## src/bridge_pkg.sv

```systemverilog
package bridge_pkg;

    localparam int addr_w  = 32;
    localparam int data_w  = 32;
    localparam int tag_w   = 5;
    localparam int bytes_w = 2;
    localparam int kind_w  = 2;
    localparam int code_w  = 3;

    // one ring message is 73 bits wide.
    localparam int msg_w = kind_w + addr_w + tag_w + bytes_w + data_w;

    // the control view fills the rest of the word with padding.
    localparam int pad_w = msg_w - kind_w - code_w - addr_w;

    typedef enum logic [kind_w-1:0] {
        kind_data = 2'd0,
        kind_ctrl = 2'd1
    } msg_kind_t;

    typedef enum logic [code_w-1:0] {
        code_reset        = 3'd0,
        code_enumerate    = 3'd1,
        code_mng_request  = 3'd2,
        code_mng_response = 3'd3
    } ctrl_code_t;

    typedef struct packed {
        msg_kind_t            kind;
        logic [addr_w-1:0]    addr;
        logic [tag_w-1:0]     tag;
        logic [bytes_w-1:0]   bytes;
        logic [data_w-1:0]    data;
    } msg_data_t;

    typedef struct packed {
        msg_kind_t            kind;
        ctrl_code_t           code;
        logic [addr_w-1:0]    addr;
        logic [pad_w-1:0]     pad;
    } msg_ctrl_t;

    // both views keep the kind in the top two bits, so either one can be
    // used to find out which view applies.
    typedef union packed {
        msg_data_t d;
        msg_ctrl_t c;
    } msg_u;

    typedef enum logic {
        side_0 = 1'b0,
        side_1 = 1'b1
    } side_sel_t;

endpackage
```

## src/bridge_top.sv

```systemverilog
`timescale 1ns/1ps

module bridge_top
    import bridge_pkg::*;
(
    input  logic             clk,
    input  logic             rst_n,

    input  logic [msg_w-1:0] in_msg_0,
    input  logic             in_valid_0,
    output logic             in_seen_0,
    input  logic [msg_w-1:0] in_msg_1,
    input  logic             in_valid_1,
    output logic             in_seen_1,

    output logic [msg_w-1:0] out_msg_0,
    output logic             out_valid_0,
    input  logic             out_ready_0,
    output logic [msg_w-1:0] out_msg_1,
    output logic             out_valid_1,
    input  logic             out_ready_1
);

    logic              rst_msg_0, enum_0, mreq_0, mresp_0;
    logic              rst_msg_1, enum_1, mreq_1, mresp_1;
    logic [addr_w-1:0] addr_0, addr_1;
    side_sel_t         sel_0, sel_1;
    logic              accept_0, accept_1;
    logic [msg_w-1:0]  held_0, held_1;
    logic              req_00, req_01, req_10, req_11;     // req_<source><output>.
    logic              gnt_00, gnt_01, gnt_10, gnt_11;

    msg_parser u_parser_0 (
        .msg(in_msg_0), .is_data(), .is_reset(rst_msg_0), .is_enumerate(enum_0),
        .is_mng_request(mreq_0), .is_mng_response(mresp_0), .addr(addr_0)
    );

    msg_parser u_parser_1 (
        .msg(in_msg_1), .is_data(), .is_reset(rst_msg_1), .is_enumerate(enum_1),
        .is_mng_request(mreq_1), .is_mng_response(mresp_1), .addr(addr_1)
    );

    bridge_manager u_manager (
        .clk(clk), .rst_n(rst_n),
        .accept_0(accept_0), .is_reset_0(rst_msg_0), .is_enumerate_0(enum_0),
        .is_mng_request_0(mreq_0), .is_mng_response_0(mresp_0), .addr_0(addr_0),
        .sel_0(sel_0),
        .accept_1(accept_1), .is_reset_1(rst_msg_1), .is_enumerate_1(enum_1),
        .is_mng_request_1(mreq_1), .is_mng_response_1(mresp_1), .addr_1(addr_1),
        .sel_1(sel_1)
    );

    msg_splitter u_split_0 (
        .clk(clk), .rst_n(rst_n), .in_msg(in_msg_0), .in_valid(in_valid_0), .sel(sel_0),
        .in_seen(in_seen_0), .accept(accept_0), .req_to_0(req_00), .req_to_1(req_01),
        .held_msg(held_0), .grant_from_0(gnt_00), .grant_from_1(gnt_01)
    );

    msg_splitter u_split_1 (
        .clk(clk), .rst_n(rst_n), .in_msg(in_msg_1), .in_valid(in_valid_1), .sel(sel_1),
        .in_seen(in_seen_1), .accept(accept_1), .req_to_0(req_10), .req_to_1(req_11),
        .held_msg(held_1), .grant_from_0(gnt_10), .grant_from_1(gnt_11)
    );

    // splitter 0 is requester a on both arbiters.
    out_arbiter u_arb_0 (
        .clk(clk), .rst_n(rst_n), .req_a(req_00), .req_b(req_10),
        .msg_a(held_0), .msg_b(held_1), .out_ready(out_ready_0),
        .grant_a(gnt_00), .grant_b(gnt_10), .out_msg(out_msg_0), .out_valid(out_valid_0)
    );

    out_arbiter u_arb_1 (
        .clk(clk), .rst_n(rst_n), .req_a(req_01), .req_b(req_11),
        .msg_a(held_0), .msg_b(held_1), .out_ready(out_ready_1),
        .grant_a(gnt_01), .grant_b(gnt_11), .out_msg(out_msg_1), .out_valid(out_valid_1)
    );

endmodule

```

## src/out_arbiter.sv

```systemverilog
`timescale 1ns/1ps

module out_arbiter
    import bridge_pkg::*;
(
    input  logic             clk,
    input  logic             rst_n,
    input  logic             req_a,
    input  logic             req_b,
    input  logic [msg_w-1:0] msg_a,
    input  logic [msg_w-1:0] msg_b,
    input  logic             out_ready,
    output logic             grant_a,
    output logic             grant_b,
    output logic [msg_w-1:0] out_msg,
    output logic             out_valid
);

    logic can_load;
    logic last_b;

    // the output register may take a word when empty or when it drains now.
    assign can_load = !out_valid || out_ready;

    // on a tie the requester that did not win last time goes first.
    assign grant_a = can_load && req_a && (!req_b || last_b);
    assign grant_b = can_load && req_b && (!req_a || !last_b);

    always_ff @(posedge clk or negedge rst_n) begin
        if (!rst_n) begin
            out_valid <= 1'b0;
            last_b    <= 1'b0;
        end else begin
            if (grant_a || grant_b) begin
                out_valid <= 1'b1;
                last_b    <= grant_b;
            end else if (out_ready) begin
                out_valid <= 1'b0;
            end
        end
    end

    always_ff @(posedge clk) begin
        if (grant_a) begin
            out_msg <= msg_a;
        end else if (grant_b) begin
            out_msg <= msg_b;
        end
    end

endmodule

```

## src/msg_splitter.sv

```systemverilog
`timescale 1ns/1ps

module msg_splitter
    import bridge_pkg::*;
(
    input  logic             clk,
    input  logic             rst_n,
    input  logic [msg_w-1:0] in_msg,
    input  logic             in_valid,
    input  side_sel_t        sel,
    output logic             in_seen,
    output logic             accept,
    output logic             req_to_0,
    output logic             req_to_1,
    output logic [msg_w-1:0] held_msg,
    input  logic             grant_from_0,
    input  logic             grant_from_1
);

    logic      full;
    side_sel_t held_sel;
    logic      granted;

    // the buffer only takes a new word once it is empty again.
    assign in_seen = in_valid && !full;
    assign accept  = in_seen;

    assign req_to_0 = full && (held_sel == side_0);
    assign req_to_1 = full && (held_sel == side_1);

    // a grant from the arbiter we did not ask is ignored.
    assign granted = (req_to_0 && grant_from_0) || (req_to_1 && grant_from_1);

    always_ff @(posedge clk or negedge rst_n) begin
        if (!rst_n) begin
            full     <= 1'b0;
            held_sel <= side_0;
        end else if (accept) begin
            full     <= 1'b1;
            held_sel <= sel;         // choice made from the state before this edge.
        end else if (granted) begin
            full     <= 1'b0;
        end
    end

    always_ff @(posedge clk) begin
        if (accept) begin
            held_msg <= in_msg;
        end
    end

endmodule

```

## src/bridge_manager.sv

```systemverilog
`timescale 1ns/1ps

module bridge_manager
    import bridge_pkg::*;
(
    input  logic              clk,
    input  logic              rst_n,

    input  logic              accept_0,
    input  logic              is_reset_0,
    input  logic              is_enumerate_0,
    input  logic              is_mng_request_0,
    input  logic              is_mng_response_0,
    input  logic [addr_w-1:0] addr_0,
    output side_sel_t         sel_0,

    input  logic              accept_1,
    input  logic              is_reset_1,
    input  logic              is_enumerate_1,
    input  logic              is_mng_request_1,
    input  logic              is_mng_response_1,
    input  logic [addr_w-1:0] addr_1,
    output side_sel_t         sel_1
);

    logic [addr_w-1:0] lo_addr;
    logic [addr_w-1:0] hi_addr;
    logic              side0_claimed;
    logic              side1_claimed;
    logic              claim_0;
    logic              claim_1;

    // routing for one input, with own naming the side the message came in on.
    function automatic side_sel_t pick_side(
        input logic              resp,
        input logic              req,
        input logic              own_claimed,
        input logic              other_claimed,
        input side_sel_t         own,
        input logic [addr_w-1:0] a,
        input logic [addr_w-1:0] lo,
        input logic [addr_w-1:0] hi
    );
        side_sel_t other;
        other = (own == side_0) ? side_1 : side_0;
        if (resp && own_claimed) begin
            return own;
        end else if (resp && other_claimed) begin
            return other;
        end else if (req) begin
            return other;               // requests always cross over.
        end else if (a < lo || a >= hi) begin
            return side_0;
        end
        return side_1;
    endfunction

    // a request only claims while nobody holds the role; side 0 wins a tie.
    assign claim_0 = accept_0 && is_mng_request_0 && !side0_claimed && !side1_claimed;
    assign claim_1 = accept_1 && is_mng_request_1 && !side0_claimed && !side1_claimed &&
                     !claim_0;

    always_ff @(posedge clk or negedge rst_n) begin
        if (!rst_n) begin
            lo_addr       <= '0;
            hi_addr       <= '0;
            side0_claimed <= 1'b0;
            side1_claimed <= 1'b0;
        end else begin
            if (claim_0) begin
                side0_claimed <= 1'b1;
            end else if (accept_0 && is_reset_0) begin
                side0_claimed <= 1'b0;
            end
            if (claim_1) begin
                side1_claimed <= 1'b1;
            end else if (accept_1 && is_reset_1) begin
                side1_claimed <= 1'b0;
            end

            // enumeration from the far side of the manager sets the upper bound.
            if (accept_0 && is_enumerate_0) begin
                if (side1_claimed) hi_addr <= addr_0;
                else               lo_addr <= addr_0;
            end
            if (accept_1 && is_enumerate_1) begin
                if (side0_claimed) hi_addr <= addr_1;
                else               lo_addr <= addr_1;
            end
        end
    end

    assign sel_0 = pick_side(is_mng_response_0, is_mng_request_0, side0_claimed,
                             side1_claimed, side_0, addr_0, lo_addr, hi_addr);
    assign sel_1 = pick_side(is_mng_response_1, is_mng_request_1, side1_claimed,
                             side0_claimed, side_1, addr_1, lo_addr, hi_addr);

endmodule

```

## src/msg_parser.sv

```systemverilog
`timescale 1ns/1ps

module msg_parser
    import bridge_pkg::*;
(
    input  msg_u              msg,
    output logic              is_data,
    output logic              is_reset,
    output logic              is_enumerate,
    output logic              is_mng_request,
    output logic              is_mng_response,
    output logic [addr_w-1:0] addr
);

    logic is_ctrl;

    always_comb begin
        is_data = (msg.d.kind == kind_data);
        is_ctrl = (msg.c.kind == kind_ctrl);

        is_reset        = is_ctrl && (msg.c.code == code_reset);
        is_enumerate    = is_ctrl && (msg.c.code == code_enumerate);
        is_mng_request  = is_ctrl && (msg.c.code == code_mng_request);
        is_mng_response = is_ctrl && (msg.c.code == code_mng_response);

        // control words carry their address further down the word.
        if (is_data) begin
            addr = msg.d.addr;
        end else begin
            addr = msg.c.addr;
        end
    end

endmodule

```

## config.mk

```make
export PLATFORM = sky130hd
export DESIGN_NAME = bridge_top
export DESIGN_NICKNAME = d
export VERILOG_FILES = /design/src/bridge_pkg.sv /design/src/bridge_top.sv /design/src/out_arbiter.sv /design/src/msg_splitter.sv /design/src/bridge_manager.sv /design/src/msg_parser.sv
export SDC_FILE = /design/constraint.sdc
export NUM_CORES = 1
export LEC_CHECK = 0
export ABC_AREA = 1
export ABC_CLOCK_PERIOD_IN_PS = 6100
export BUFFER_PORTS_ARGS = -buffer_cell sky130_fd_sc_hd__buf_2
export CAP_MARGIN = 20
export CORE_AREA = 2 2 198 200
export DETAILED_ROUTE_END_ITERATION = 10
export DIE_AREA = 0 0 200 202
export GPL_ROUTABILITY_DRIVEN = 0
export PLACE_DENSITY = 0.68
export SYNTH_ARGS = -nofsm -noshare
export SYNTH_HDL_FRONTEND = slang
export SYNTH_SLANG_ARGS = --single-unit
```

## constraint.sdc

```tcl
create_clock -name clk -period 6.1 [get_ports clk]
set_clock_uncertainty 0.05 [all_clocks]
set_input_delay 0.305 -clock clk [delete_from_list [all_inputs] [get_ports clk]]
set_output_delay 0.305 -clock clk [all_outputs]
set_load 0.05 [all_outputs]
```

==> impl_metrics.sql <==
INSERT INTO impl_metrics (metric_group, metric, value, unit) VALUES
('power_and_ir_drop', 'pwr-share-seq', '0.358', ''),
('worst_setup_path', 'ff2ff_path_depth', '6', ''),
('timing', 'max-slew-margin-rel', '0.266', ''),
('layout', 'synthToLayoutAreaGrowth', '27.0', '%'),
('routing', 'firstDrtPassIters', '6', ''),
('power_and_ir_drop', 'clock_share_of_power', '0.217', ''),
('layout', 'layout_common_cells', '374 x nand2_1, 301 x buf_2, 292 x edfxtp_1', ''),
('routing', 'initial_drc_count', '1135', ''),
('worst_setup_path', 'worst_setup_path_end_kind', 'flip-flop', ''),
('power_and_ir_drop', 'power_per_cell_area', '517', 'nW/um2'),
('hold_path', 'hold_path_class', 'in2reg', ''),
('cts', 'numCtsBuffers', '40', ''),
('hold_path', 'holdPathStages', '3', ''),
('routing', 'post_drt_via_cell_ratio', '5.24', ''),
('timing', 'period_needed', '3.36', 'ns'),
('yosys', 'synthesis.nets', '2024', ''),
('yosys', 'yosysUniqueCellTypes', '42', ''),
('timing', 'worstMarginPinSlew', '1.10', 'ns'),
('power_and_ir_drop', 'peakVddDrop', '401', 'uV'),
('floorplan', 'fp.dieW', '200', 'um'),
('timing', 'clock.fmax', '298', 'MHz'),
('layout', 'mostFrequentLayoutCell', 'nand2_1', ''),
('yosys', 'post_synth_instance_area', '17900', 'um2'),
('global_route', 'globalRouteOverflowTotal', '0', ''),
('floorplan', 'floorplan.io_pins', '302', ''),
('power_and_ir_drop', 'total_power', '0.0117', 'W'),
('timing', 'final_report_hold_violation_count', '0', ''),
('power_and_ir_drop', 'combinationalPowerShare', '0.424', ''),
('global_route', 'antenna_violations_before_repair', '7', ''),
('worst_setup_path', 'timing.reg2reg.setup_slack', '3.12', 'ns'),
('yosys', 'synth_seq_cells', '366', ''),
('cts', 'numClockSinks', '366', ''),
('global_route', 'groute.usage.overall', '0.245', ''),
('cts', 'postCtsSetupRepairBufs', '0', ''),
('floorplan', 'die_area', '40400', 'um2'),
('hold_path', 'worstHoldStart', 'in_valid_0', ''),
('cts', 'tritoncts', 'yes', ''),
('layout', 'instances_no_fill', '2738', ''),
('worst_setup_path', 'rr_startpoint', 'u_split_0.full', ''),
('timing', 'final.period_utilization', '0.550', ''),
('place', 'portBuffers', '301', ''),
('routing', 'dr_total_vias', '14346', ''),
('global_route', 'grt_max_degree', '78', ''),
('layout', 'num-nets-final', '2459', ''),
('flow_run', 'drv.max_cap_violation_count', '0', ''),
('power_and_ir_drop', 'total_leakage_power', '10.3', 'nW'),
('worst_setup_path', 'worst_r2r_endpoint', 'u_arb_0.out_msg[43]', ''),
('run_status', 'status', 'finished clean', ''),
('power_and_ir_drop', 'p_switching', '0.00508', 'W'),
('layout', 'drive_above_1_share', '0.184', ''),
('hold_path', 'worst_hold_path.endpoint', 'u_split_0.full', ''),
('floorplan', 'core-area', '38300', 'um2'),
('timing', 'final-max-slew-violation-count', '0', ''),
('power_and_ir_drop', 'switching_share', '0.433', ''),
('worst_setup_path', 'worst-endpoint-arrival', '3.74', 'ns'),
('worst_setup_path', 'critical_path.startpoint_type', 'input port', ''),
('yosys', 'netlist_instances', '1746', ''),
('cts', 'cts-root-buf', 'clkbuf_16', ''),
('routing', 'totalWireLength', '50100', 'um'),
('yosys', 'yosysWarnings', '0', ''),
('cts', 'clk_latency', '0.55', 'ns'),
('timing', 'final_report_setup_violation_count', '0', ''),
('cts', 'h-tree-depth', '2', ''),
('power_and_ir_drop', 'p_int', '0.00665', 'W'),
('cts', 'clock_path_buffers', '3', ''),
('routing', 'routed_wire_length_per_instance', '18.3', 'um'),
('yosys', 'synth.yosys.seq_area_share', '0.594', ''),
('floorplan', 'die_h', '202', 'um'),
('global_route', 'grt_first_pass_wirelength', '76500', 'um'),
('floorplan', 'num_rows', '72', ''),
('yosys', 'postSynthAreaPerCell', '10.2', 'um2'),
('cts', 'clk_transition_reported_paths', '0.06', 'ns'),
('global_route', 'first_global_vias', '14365', ''),
('worst_setup_path', 'worst-setup-path-type', 'in2reg', ''),
('timing', 'rsz0062_at_grt', 'false', ''),
('routing', 'drc_errors', '0', ''),
('floorplan', 'start_util', '0.467', ''),
('routing', 'postRouteAntennaNets', '0', ''),
('worst_setup_path', 'worstPathMaxFanout', '37', ''),
('place', 'dp_cells', '2510', ''),
('worst_setup_path', 'critPathRequiredTime', '6.49', 'ns'),
('timing', 'setup_tns_final', '0', 'ns'),
('place', 'hpwlAfterDp', '34300', 'um');
==> synth_stat cells, drive strengths merged <==
cell type  count  area (um2)
a211oi         5        37.5
a21o           1        7.51
a21oi         84         424
a31oi          1        6.26
buf           40         216
clkbuf        24        91.3
clkinv         1        8.76
dfrtp         74        1850
edfxtp       292        8770
ha           126        1580
inv          257         965
nand2        384        1470
nand3         17        90.1
nand3b         1        7.51
nand4         12        90.1
nor2          59         275
nor3           8        51.3
nor4           4        25.0
nor4b          1        8.76
o2111ai        1        8.76
o211ai        29         218
o21a           6        45.0
o21ai        306        1530
o21bai         1        7.51
o221a          1        11.3
o221ai         2        17.5
o22ai          8        50.1
or2            1        6.26
==> logic make-up after synthesis <==
family / after synthesis / share of synthesized area
buffers and inverters: 322 / 0.0717
flip-flops: 366 / 0.594
AO/OA/AOI/OAI: 445 / 0.132
adder cells (fa/ha/maj): 126 / 0.0882
AND/OR/NAND/NOR: 487 / 0.113
==> through the flow <==
step / util / hold WS [ns] / setup WS [ns] / cell area [um2]
global route: 0.593 / 0.0184 / 2.50 / 22700
global placement: 0.517 / 0.134 / 2.87 / 19800
detailed placement: 0.518 / 0.141 / 2.82 / 19800
floorplan: - / -0.0406 / 2.87 / 17900
CTS: 0.592 / 0.00211 / 2.81 / 22700
finish: 0.593 / 0.0200 / 2.74 / 22700
==> worst max-delay path, cell delays in order <==
cell and delay [ns]:
dlygate4sd3_1 0.55, buf_2 0.18, nor2_4 0.66, o21ai_0 0.39
ha_1 0.43, nand4_1 0.14, nor2_1 0.14, nand3_1 0.10
inv_1 0.06, nand3_1 0.12, nor4_1 0.24, nor2_1 0.10
nand2_1 0.15, nand2_1 0.07, nand2_1 0.06, nand2_1 0.04
==> flip-flops by register name (all words and copies together) (netlist names), 32 cells and up <==
signal              cells
u_arb_0.out_msg        73
u_manager.lo_addr      32
u_manager.hi_addr      32
u_arb_1.out_msg        73
u_split_1.held_msg     73
u_split_0.held_msg     73
==> per-layer routing <==
layer	vias up	share of wire	global-route usage	wire length, um
met5	-	0	0	0
met4	0	0.041	0.104	2070
met3	149	0.071	0.0407	3560
met2	589	0.47	0.410	23600
met1	6757	0.42	0.316	20900
li1	6851	-	-	-
==> worst max path at each step <==
stage	from	to	slack, ns	depth (start not counted)
floorplan	u_arb_0.out_valid	u_arb_0.out_msg[0]	2.87	6
global placement	in_msg_0[72]	u_split_0.held_sel	2.87	15
detailed placement	in_msg_0[72]	u_split_0.held_sel	2.82	15
CTS	in_msg_0[72]	u_split_0.held_sel	2.81	16
global route	in_msg_0[72]	u_split_0.held_sel	2.50	16
finish	in_msg_0[72]	u_split_0.held_sel	2.74	16
==> power by group through the flow <==
| stage | logic [W] | clock network [W] | registers (W) |
|---|---|---|---|
| after CTS | 0.00497 | 0.00259 | 0.00420 |
| after global routing | 0.00541 | 0.00269 | 0.00429 |
| final | 0.00498 | 0.00255 | 0.00421 |
| after floorplan | 0.00189 | 0 | 0.00595 |
| after global placement | 0.00476 | 0 | 0.00422 |
| after detailed placement | 0.00487 | 0 | 0.00425 |
==> what timing repair did <==
item | CTS | global route
endpoints found under the hold margin | 154 | 0
gates resized for setup | 0 | 0
hold buffers | 147 | 0
==> layout make-up <==
cell class,instances,area [um2]
diodes,7,17.5
clock buffers,47,1060
clock inverters,27,328
fillers,3065,15600
inverters,258,976
multi-input cells,1058,5990
flip-flops and latches,366,10600
well taps,518,648
repair buffers,457,3060
(Power assumes the default switching activity.)
